### config.mk
export PLATFORM = sky130hd
export DESIGN_NAME = wbuf_entry_array
export DESIGN_NICKNAME = d
export VERILOG_FILES = /design/src/common/wbuf_pkg.sv /design/src/hw/entry_array/wbuf_entry_array.sv
export SDC_FILE = /design/constraint.sdc
export NUM_CORES = 1
export LEC_CHECK = 0
export BUFFER_PORTS_ARGS = -buffer_cell sky130_fd_sc_hd__clkbuf_2
export CORE_AREA = 2 2 316 318
export CTS_BUF_LIST = sky130_fd_sc_hd__clkbuf_8
export DETAILED_ROUTE_END_ITERATION = 12
export DIE_AREA = 0 0 318 320
export SLEW_MARGIN = 20
export SYNTH_ARGS = -nofsm -noshare
export SYNTH_HDL_FRONTEND = slang
export SYNTH_SLANG_ARGS = --single-unit
### constraint.sdc
create_clock -name clk_i -period 5.3 [get_ports clk_i]
set_input_delay 0.53 -clock clk_i [delete_from_list [all_inputs] [get_ports clk_i]]
set_output_delay 0.53 -clock clk_i [all_outputs]
set_load 0.02 [all_outputs]
### src/common/wbuf_pkg.sv
package wbuf_pkg;

  ////////////////////////////////////////////////////////////
  // word geometry
  ////////////////////////////////////////////////////////////

  // bytes per buffer word, one byte enable each
  localparam int WORD_BYTES = 8;
  // data bits per buffer word
  localparam int DATA_W = WORD_BYTES * 8;

  ////////////////////////////////////////////////////////////
  // default sizes, overridden from the top level
  ////////////////////////////////////////////////////////////

  // byte address width of the store port
  localparam int ADDR_W_DEFAULT = 32;
  // number of fully associative buffer words
  localparam int DEPTH_DEFAULT = 8;
  // number of transaction IDs on the write channel
  localparam int MAX_TX_DEFAULT = 4;

  ////////////////////////////////////////////////////////////
  // byte state
  ////////////////////////////////////////////////////////////

  // valid/dirty/in-flight combinations that a byte may take
  //   free      0/0/0  slot unused
  //   dirty     1/1/0  written, waiting to be sent
  //   inflight  1/0/1  part of an outstanding write
  //   redirty   1/1/1  written again while its write is out
  typedef enum logic [1:0] {
    BYTE_FREE     = 2'd0,
    BYTE_DIRTY    = 2'd1,
    BYTE_INFLIGHT = 2'd2,
    BYTE_REDIRTY  = 2'd3
  } byte_state_e;

endpackage

### src/hw/entry_array/wbuf_entry_array.sv
`timescale 1ns/100ps

module wbuf_entry_array #(
  parameter int ADDR_W = wbuf_pkg::ADDR_W_DEFAULT,
  parameter int DEPTH  = wbuf_pkg::DEPTH_DEFAULT,
  parameter int MAX_TX = wbuf_pkg::MAX_TX_DEFAULT
) (
  input  logic                            clk_i,
  input  logic                            reset_i,
  input  logic                            req_i,
  input  logic [ADDR_W-1:0]               addr_i,
  input  logic [wbuf_pkg::DATA_W-1:0]     wdata_i,
  input  logic [wbuf_pkg::WORD_BYTES-1:0] be_i,
  output logic                            gnt_o,
  input  logic                            mem_ack_i,
  input  logic                            slot_free_i,
  input  logic [$clog2(MAX_TX)-1:0]       tx_id_i,
  input  logic [$clog2(DEPTH)-1:0]        sel_idx_i,
  input  logic                            evict_i,
  input  logic [$clog2(DEPTH)-1:0]        evict_entry_i,
  input  logic [wbuf_pkg::WORD_BYTES-1:0] evict_be_i,
  output logic [DEPTH-1:0]                eligible_o,
  output logic                            send_o,
  output logic [$clog2(DEPTH)-1:0]        send_entry_o,
  output logic [wbuf_pkg::WORD_BYTES-1:0] send_be_o,
  output logic                            mem_req_o,
  output logic [ADDR_W-4:0]               mem_addr_o,
  output logic [wbuf_pkg::DATA_W-1:0]     mem_wdata_o,
  output logic [wbuf_pkg::WORD_BYTES-1:0] mem_be_o,
  output logic [$clog2(MAX_TX)-1:0]       mem_id_o,
  output logic                            empty_o
);
  import wbuf_pkg::*;

  localparam int IDX_W = $clog2(DEPTH);
  localparam int TAG_W = ADDR_W - 3;

  // word address and payload, written only by stores
  logic [TAG_W-1:0]      tag_q  [DEPTH];
  logic [DATA_W-1:0]     data_q [DEPTH];
  // per-byte flags
  logic [WORD_BYTES-1:0] valid_q [DEPTH];
  logic [WORD_BYTES-1:0] dirty_q [DEPTH];
  logic [WORD_BYTES-1:0] infl_q  [DEPTH];
  logic [WORD_BYTES-1:0] valid_d [DEPTH];
  logic [WORD_BYTES-1:0] dirty_d [DEPTH];
  logic [WORD_BYTES-1:0] infl_d  [DEPTH];

  logic [DEPTH-1:0] entry_vld;
  logic [DEPTH-1:0] hit;
  logic [IDX_W-1:0] hit_idx;
  logic [IDX_W-1:0] free_idx;
  logic [IDX_W-1:0] wr_idx;
  logic             full;
  logic             store;

  // dirty/in-flight pair seen as one state
  function automatic byte_state_e state_of(input logic dirty, input logic infl);
    return byte_state_e'({infl, dirty});
  endfunction

  ////////////////////////////////////////////////////////////
  // search
  ////////////////////////////////////////////////////////////

  always_comb begin
    hit_idx  = '0;
    free_idx = '0;
    for (int k = 0; k < DEPTH; k++) begin
      entry_vld[k] = |valid_q[k];
      hit[k] = entry_vld[k] && (tag_q[k] == addr_i[ADDR_W-1:3]);
      // a word may only go out once none of its bytes is in flight
      eligible_o[k] = (|dirty_q[k]) && !(|infl_q[k]);
      if (hit[k]) hit_idx = IDX_W'(k);
    end
    // downward scan leaves the lowest free entry
    for (int k = DEPTH - 1; k >= 0; k--) begin
      if (!entry_vld[k]) free_idx = IDX_W'(k);
    end
  end

  assign full    = &entry_vld;
  assign empty_o = ~(|entry_vld);
  // coalesce on hit, otherwise allocate
  assign wr_idx  = (|hit) ? hit_idx : free_idx;
  assign gnt_o   = req_i && ((|hit) || !full);
  assign store   = req_i && gnt_o;

  ////////////////////////////////////////////////////////////
  // write request
  ////////////////////////////////////////////////////////////

  assign mem_req_o    = (|eligible_o) && slot_free_i;
  assign send_o       = mem_req_o && mem_ack_i;
  assign mem_addr_o   = tag_q[sel_idx_i];
  assign mem_wdata_o  = data_q[sel_idx_i];
  // eligible word has no byte in flight, so all dirty bytes go
  assign mem_be_o     = dirty_q[sel_idx_i];
  assign mem_id_o     = tx_id_i;
  assign send_entry_o = sel_idx_i;
  assign send_be_o    = mem_be_o;

  ////////////////////////////////////////////////////////////
  // byte state update
  ////////////////////////////////////////////////////////////

  always_comb begin
    byte_state_e st;
    logic        ev;
    logic        wr;
    for (int k = 0; k < DEPTH; k++) begin
      for (int j = 0; j < WORD_BYTES; j++) begin
        st = state_of(dirty_q[k][j], infl_q[k][j]);
        ev = evict_i && (evict_entry_i == IDX_W'(k)) && evict_be_i[j];
        wr = store && (wr_idx == IDX_W'(k)) && be_i[j];
        // write returned, drop in-flight, keep only re-written bytes
        if (ev) begin
          st = (st == BYTE_REDIRTY) ? BYTE_DIRTY : BYTE_FREE;
        end
        if (send_o && (sel_idx_i == IDX_W'(k)) && send_be_o[j]) begin
          st = BYTE_INFLIGHT;
        end
        // store last, so a byte sent at this edge turns re-dirty
        if (wr) begin
          if (st == BYTE_INFLIGHT || st == BYTE_REDIRTY) begin
            st = BYTE_REDIRTY;
          end else begin
            st = BYTE_DIRTY;
          end
        end
        // valid set by a store, cleared when a clean byte returns
        valid_d[k][j] = wr || (valid_q[k][j] && !(ev && !dirty_q[k][j]));
        dirty_d[k][j] = (st == BYTE_DIRTY) || (st == BYTE_REDIRTY);
        infl_d[k][j]  = (st == BYTE_INFLIGHT) || (st == BYTE_REDIRTY);
      end
    end
  end

  always_ff @(posedge clk_i) begin
    for (int k = 0; k < DEPTH; k++) begin
      if (reset_i) begin
        valid_q[k] <= '0;
        dirty_q[k] <= '0;
        infl_q[k]  <= '0;
      end else begin
        valid_q[k] <= valid_d[k];
        dirty_q[k] <= dirty_d[k];
        infl_q[k]  <= infl_d[k];
      end
    end
  end

  // merge enabled bytes into the chosen word
  always_ff @(posedge clk_i) begin
    if (store) begin
      tag_q[wr_idx] <= addr_i[ADDR_W-1:3];
      for (int j = 0; j < WORD_BYTES; j++) begin
        if (be_i[j]) data_q[wr_idx][j*8 +: 8] <= wdata_i[j*8 +: 8];
      end
    end
  end

  ////////////////////////////////////////////////////////////
  // checks
  ////////////////////////////////////////////////////////////

  // allocation never creates a second entry for one word
  a_hit_onehot : assert property (@(posedge clk_i) disable iff (reset_i)
    req_i |-> $onehot0(hit));

  // a waiting request keeps its word and ID (arbiter and ID lock)
  a_req_stable : assert property (@(posedge clk_i) disable iff (reset_i)
    mem_req_o && !mem_ack_i |=> mem_req_o && $stable(mem_addr_o) && $stable(mem_id_o));

  for (genvar k = 0; k < DEPTH; k++) begin : g_chk_entry
    for (genvar j = 0; j < WORD_BYTES; j++) begin : g_chk_byte
      a_byte_valid : assert property (@(posedge clk_i) disable iff (reset_i)
        state_of(dirty_q[k][j], infl_q[k][j]) != BYTE_FREE |-> valid_q[k][j]);
    end
  end

endmodule

Yosys cells after proc, flatten, opt, wreduce, memory -nomap -nowiden
Memory sizes are Yosys's and may differ from the RTL's. Index checks and enable logic that the tools add are counted.

Equality and inequality tests: 413. Mux-type cells: 389. Bitwise logic cells: 25. Reduce and logical (&&, ||, !) cells: 789.

Operators with widths (number): $eq A2 B2 Y1 const B (320); $mux W2 (256); $logic_and A1 B1 Y1 (364); $logic_or A1 B1 Y1 (257); $eq A29 B29 Y1 (8); $reduce_or A8 Y1 (26); $mux W8 (24); $logic_not A1 Y1 (137); $eq A2 B1 Y1 const B (64); $mux W1 (94); $reduce_or A64 Y1 (1); $mux W3 (15); $eq A3 B3 Y1 const B (12); $or A1 B1 Y1 (24); $eq A3 B2 Y1 const B (6); $eq A3 B1 Y1 const B (3); $logic_not A3 Y1 (3); $reduce_and A8 Y1 (1); $not A1 Y1 (1).

Bits in registers: 0. RAM bits: 936. Input bits: 126. Output and inout bits: 126. Logic and storage cells: 1621. Memories: 5.

Memories: data_q (depth 8, bits a word 64, read ports 1, clocked after Yosys merged registers in 0, wr ports 1, line wbuf_entry_array.sv:40) `logic [DATA_W-1:0] data_q [DEPTH];`; tag_q (depth 8, bits a word 29, read ports 9, clocked after Yosys merged registers in 0, wr ports 1, line wbuf_entry_array.sv:39) `logic [TAG_W-1:0] tag_q [DEPTH];`; dirty_q (depth 8, bits a word 8, read ports 9, clocked after Yosys merged registers in 0, wr ports 8, line wbuf_entry_array.sv:43) `logic [WORD_BYTES-1:0] dirty_q [DEPTH];`; infl_q (depth 8, bits a word 8, read ports 8, clocked after Yosys merged registers in 0, wr ports 8, line wbuf_entry_array.sv:44) `logic [WORD_BYTES-1:0] infl_q [DEPTH];`; valid_q (depth 8, bits a word 8, read ports 8, clocked after Yosys merged registers in 0, wr ports 8, line wbuf_entry_array.sv:42) `logic [WORD_BYTES-1:0] valid_q [DEPTH];`.

Longest topological paths before layout
An unclocked memory read counts as a cell.

Word-level depth: 18. Depth in mapped cells: 12. Mapped depth without buffers: 8.

Worst setup path after synthesis
Ideal clock, no wire load.

Path type: input-to-reg. Start point: input addr_i[4]. End point: memory tag_q[5][0] (netlist bit) (enable). Setup time: 0.415 ns. Data arrival time: 3.729 ns. Data required time: 4.885 ns. Path slack: 1.157 ns. Stages on the path: 11. Buffers on the path: 3. Cell sequence: buf_4 xor2_1 nor4_1 nand4b_1 or3_2 nand4_4 or3_1 buf_6 nand3_2 buf_2 nor2_1.

Cells in the longest elaborated chain, start to end: 10. Elaborated cells on any way between the ends: 30. Classes of those cells: eq/ne: 8; mux: 10; reduce/logical: 12.

RTL lines: start: declaration (line wbuf_entry_array.sv:11) `input logic [ADDR_W-1:0] addr_i,`; $eq A29 B29 Y1 (line wbuf_entry_array.sv:71) `hit[k] = entry_vld[k] && (tag_q[k] == addr_i[ADDR_W-1:3]);`; $logic_and A1 B1 Y1 (line wbuf_entry_array.sv:71); $mux W1 (line wbuf_entry_array.sv:74) `if (hit[k]) hit_idx = IDX_W'(k);`; $mux W3 (6 in a row) (line wbuf_entry_array.sv:74); $mux W3 (line wbuf_entry_array.sv:85) `assign wr_idx = (|hit) ? hit_idx : free_idx;`; end: declaration (line wbuf_entry_array.sv:39).

Parallel ways exist; a longest one is shown, timed or not.

==> run summary <==
================================================================================
Final-report max-slew violation count .............................            0
Cells after synthesis .............................................         2842
Reg clk slew, reported paths ......................................        60 ps
Post-route clock skew .............................................      47.1 ps
Layout fillers ....................................................         8477
Highest clock frequency the design can meet .......................    0.231 GHz
CTS tree ..........................................................         done
Fraction of the yosys area taken by sequential cells ..............        64.0%
Library cell used as clock root buffer ............................ sky130_fd_sc_hd__clkbuf_8
Unrepaired setup endpoints after global routing ...................           no
Most repeated library cell on the critical path ................... sky130_fd_sc_hd__or3_1
Final ANT Viol Nets ...............................................            0
Register-to-Register Setup Slack ..................................       960 ps
Worst setup path class ............................................ flip-flop to flip-flop
Global-route wire length before repair ............................    180000 um
Die area .......................................................... 102000 sq um
Synth Warn # ......................................................            0
Async set-reset flop share out of synthesis .......................           0%
R2R cell count ....................................................            9
Leak ..............................................................    0.0169 uW
Number of I/O pins ................................................          252
Mean instance size in the synthesized netlist .....................   14.4 sq um
Vias after detailed routing .......................................        26807
Slew at the pin closest to its max-slew limit .....................      1210 ps
Sink count of the clock tree ......................................          936
Worst-path maximum fanout .........................................           34
Number of remaining DRC errors ....................................            0
Startpoint types ..................................................    flip-flop
Final setup violation count .......................................            0
WL/cell ...........................................................      26.8 um
Detailed Route Iter0 Violations ...................................         2803
Share of cells above drive strength 1 .............................        24.4%
Cell Area, Synth ..................................................  40900 sq um
Die height ........................................................       320 um
Cell Pwr Density ..................................................  476 nW/um^2
Number of standard cells in the layout, taps in and fillers out ...         4601
Placed Cells incl. Taps ...........................................         4256
Critical register-to-register path endpoint ....................... data_q[0][34]
Area share of the largest cell type after synthesis ...............        54.6%
Combined global-route utilization of all metal layers .............        23.9%
Die X .............................................................       318 um
Number of H-tree levels ...........................................            4
Critical path data arrival time ...................................      4800 ps
Outcome ........................................................... complete, no violations
Post-synthesis register bit count .................................          936
Relative max-transition margin ....................................        18.9%
Dpl hpwl ..........................................................     83500 um
TritonCTS buffer count ............................................          154
Top cell type by total area after synthesis ....................... sky130_fd_sc_hd__edfxtp_1
Number of distinct library cells after synthesis ..................           66
Number of cell rows ...............................................          115
Floorplan Core Area ...............................................  98000 sq um
Number of global-route vias before repair .........................        27164
Post-layout minimum cycle time ....................................      4340 ps
Number of antenna violations at the first check in global routing .            7
Top flip-flop cell by instance count after synthesis .............. sky130_fd_sc_hd__edfxtp_1
Pin count of the biggest net entering global routing ..............          105
Nature of the critical path endpoint ..............................    flip-flop
Leading post-synthesis cells by instance count .................... 744 x sky130_fd_sc_hd__edfxtp_1, 411 x sky130_fd_sc_hd__nand2_1, 218 x sky130_fd_sc_hd__xor2_1, 202 x sky130_fd_sc_hd__mux4_2, 192 x sky130_fd_sc_hd__dfxtp_1
Final cycle utilization of the critical path ......................        81.8%
Vias per inst .....................................................         5.83
Number of enable-type register cells in the synthesized netlist ...          744
CP peak stage delay ...............................................       760 ps
Count of endpoints failing hold in the final timing report ........            0
Max clock buf depth ...............................................            3
Global-route congestion overflow total ............................            0
Leading post-synthesis cells by cell area ......................... sky130_fd_sc_hd__edfxtp_1 55%, sky130_fd_sc_hd__mux4_2 11%, sky130_fd_sc_hd__dfxtp_1 9.4%
Post-route setup TNS ..............................................         0 ps
Max VDD drop ......................................................   0.000494 V
Worst hold path class ............................................. input pin to flip-flop
Worst slack on hold paths .........................................       198 ps
Global placement routability congestion ...........................        0.930
Worst r2r src ..................................................... valid_q[0][21]
Starting density of the core ......................................        41.7%
Insertion delay of the later-clocked pin in the worst-skew pair ...       840 ps
Worst-path cell with the longest stage delay ...................... sky130_fd_sc_hd__nor4_1
Worst path required time ..........................................      5760 ps
Synth-to-layout area growth .......................................        15.2%
Hold worst-path end ............................................... tag_q[1][13]
Drt pass-1 iters ..................................................            5
Count of nets after finishing .....................................         3316
Sum of routed wire length over all layers .........................    123000 um
Min-delay src .....................................................   addr_i[16]
Count of input and output buffers .................................          244
Series of cell instances along the critical path .................. nor4_1, nand2_1, nand3_1, or3_1, or4b_4, or3_1, a21oi_4, buf_4, and3_1
Number of max-cap violations ......................................            0
Cell with the most instances after synthesis ...................... sky130_fd_sc_hd__edfxtp_1
Instance count along the most critical hold path ..................            1
Post-CTS setup buffer count .......................................            0
Post-Syn Nets .....................................................         2968
================================================================================
[layer usage]
metal  GRT usage (%)  wire length (um)  vias up
met4            9.32              4480        8
met1            32.0             51700    13728
li1                -                 -    11683
met2            38.5             58500     1141
met5               0                52        -
met3            4.72              8510      247
[repair_timing]
| item | CTS | global route |
|---|---|---|
| resized for setup | 0 | 0 |
| hold buffers | 65 | 0 |
| endpoints found under the setup margin | 0 | 0 |
| hold endpoints to repair | 514 | 0 |
[flip-flops by register name, indices dropped and copies added (netlist names)]
name and count:
data_q 512, dirty_q 64, infl_q 64, tag_q 232, valid_q 64
[report_power, final]
group / internal, uW / switching, uW
clock network: 3080 / 2960
logic: 1900 / 4160
registers: 9650 / 672
total: 14600 / 7790
[cell families after synthesis]
kind of cell,count (synthesis),synth area share (%)
buffers and inverters,224,2.62
and+or+nand+nor,863,9.99
DFF,936,64.0
AOI/OAI and AO/OA,385,7.27
xor gates and xnor gates,232,4.97
muxes,202,11.1
[worst max path at each step]
stage	startpoint	to	slack (ps)	cells after the start
finish	valid_q[0][21]	data_q[0][34]	960	9
global route	valid_q[0][21]	data_q[0][0]	850	9
CTS	valid_q[1][25]	data_q[6][7]	1050	10
detailed placement	addr_i[29]	data_q[7][42]	770	10
global placement	addr_i[12]	data_q[0][3]	870	10
floorplan	addr_i[4]	tag_q[5][0]	1160	11
[placed cells by master, fill, tap and decap left out, types with 64 or more instances in the layout]
cell type | netlist | final
sky130_fd_sc_hd__mux4_2 | 202 | 202
sky130_fd_sc_hd__nor4_1 | 86 | 86
sky130_fd_sc_hd__clkbuf_8 | 0 | 160
sky130_fd_sc_hd__clkbuf_2 | 0 | 240
sky130_fd_sc_hd__o211ai_1 | 64 | 64
sky130_fd_sc_hd__nor2_1 | 166 | 164
sky130_fd_sc_hd__dlygate4sd3_1 | 0 | 65
sky130_fd_sc_hd__buf_4 | 39 | 65
sky130_fd_sc_hd__xor2_1 | 218 | 218
sky130_fd_sc_hd__nand2_1 | 411 | 411
sky130_fd_sc_hd__dfxtp_1 | 192 | 192
sky130_fd_sc_hd__edfxtp_1 | 744 | 744
sky130_fd_sc_hd__inv_1 | 33 | 76
[area by class of cell]
class | count | area [sq um] | area share, %
antenna | 4 | 10.0 | 0.0212
clock buffer | 160 | 2200 | 4.67
clock inverter | 116 | 713 | 1.51
inverter | 34 | 130 | 0.276
multi-input combinational | 1682 | 13700 | 29.1
sequential | 936 | 26200 | 55.6
tap | 1287 | 1610 | 3.42
timing repair buffer | 382 | 2550 | 5.42
[critical path: cells and delay by family, from the launching register on]
family | cells | cell delay (ps)
and+or+nand+nor | 7 | 2940
buffers and inverters | 1 | 490
DFF | 1 | 310
AOI/OAI and AO/OA | 1 | 180
[stage by stage]
stage	utilization (%)	setup slack, ps	instance area (sq um)	total power [uW]
2_1_floorplan	-	1160	40900	13700
3_3_place_gp	44.4	872	43500	16300
3_5_place_dp	44.4	766	43500	16400
4_1_cts	48.1	1050	47100	22500
5_1_grt	48.1	850	47100	23300
6_report	48.1	962	47100	22400
(Power assumes the default switching activity.)
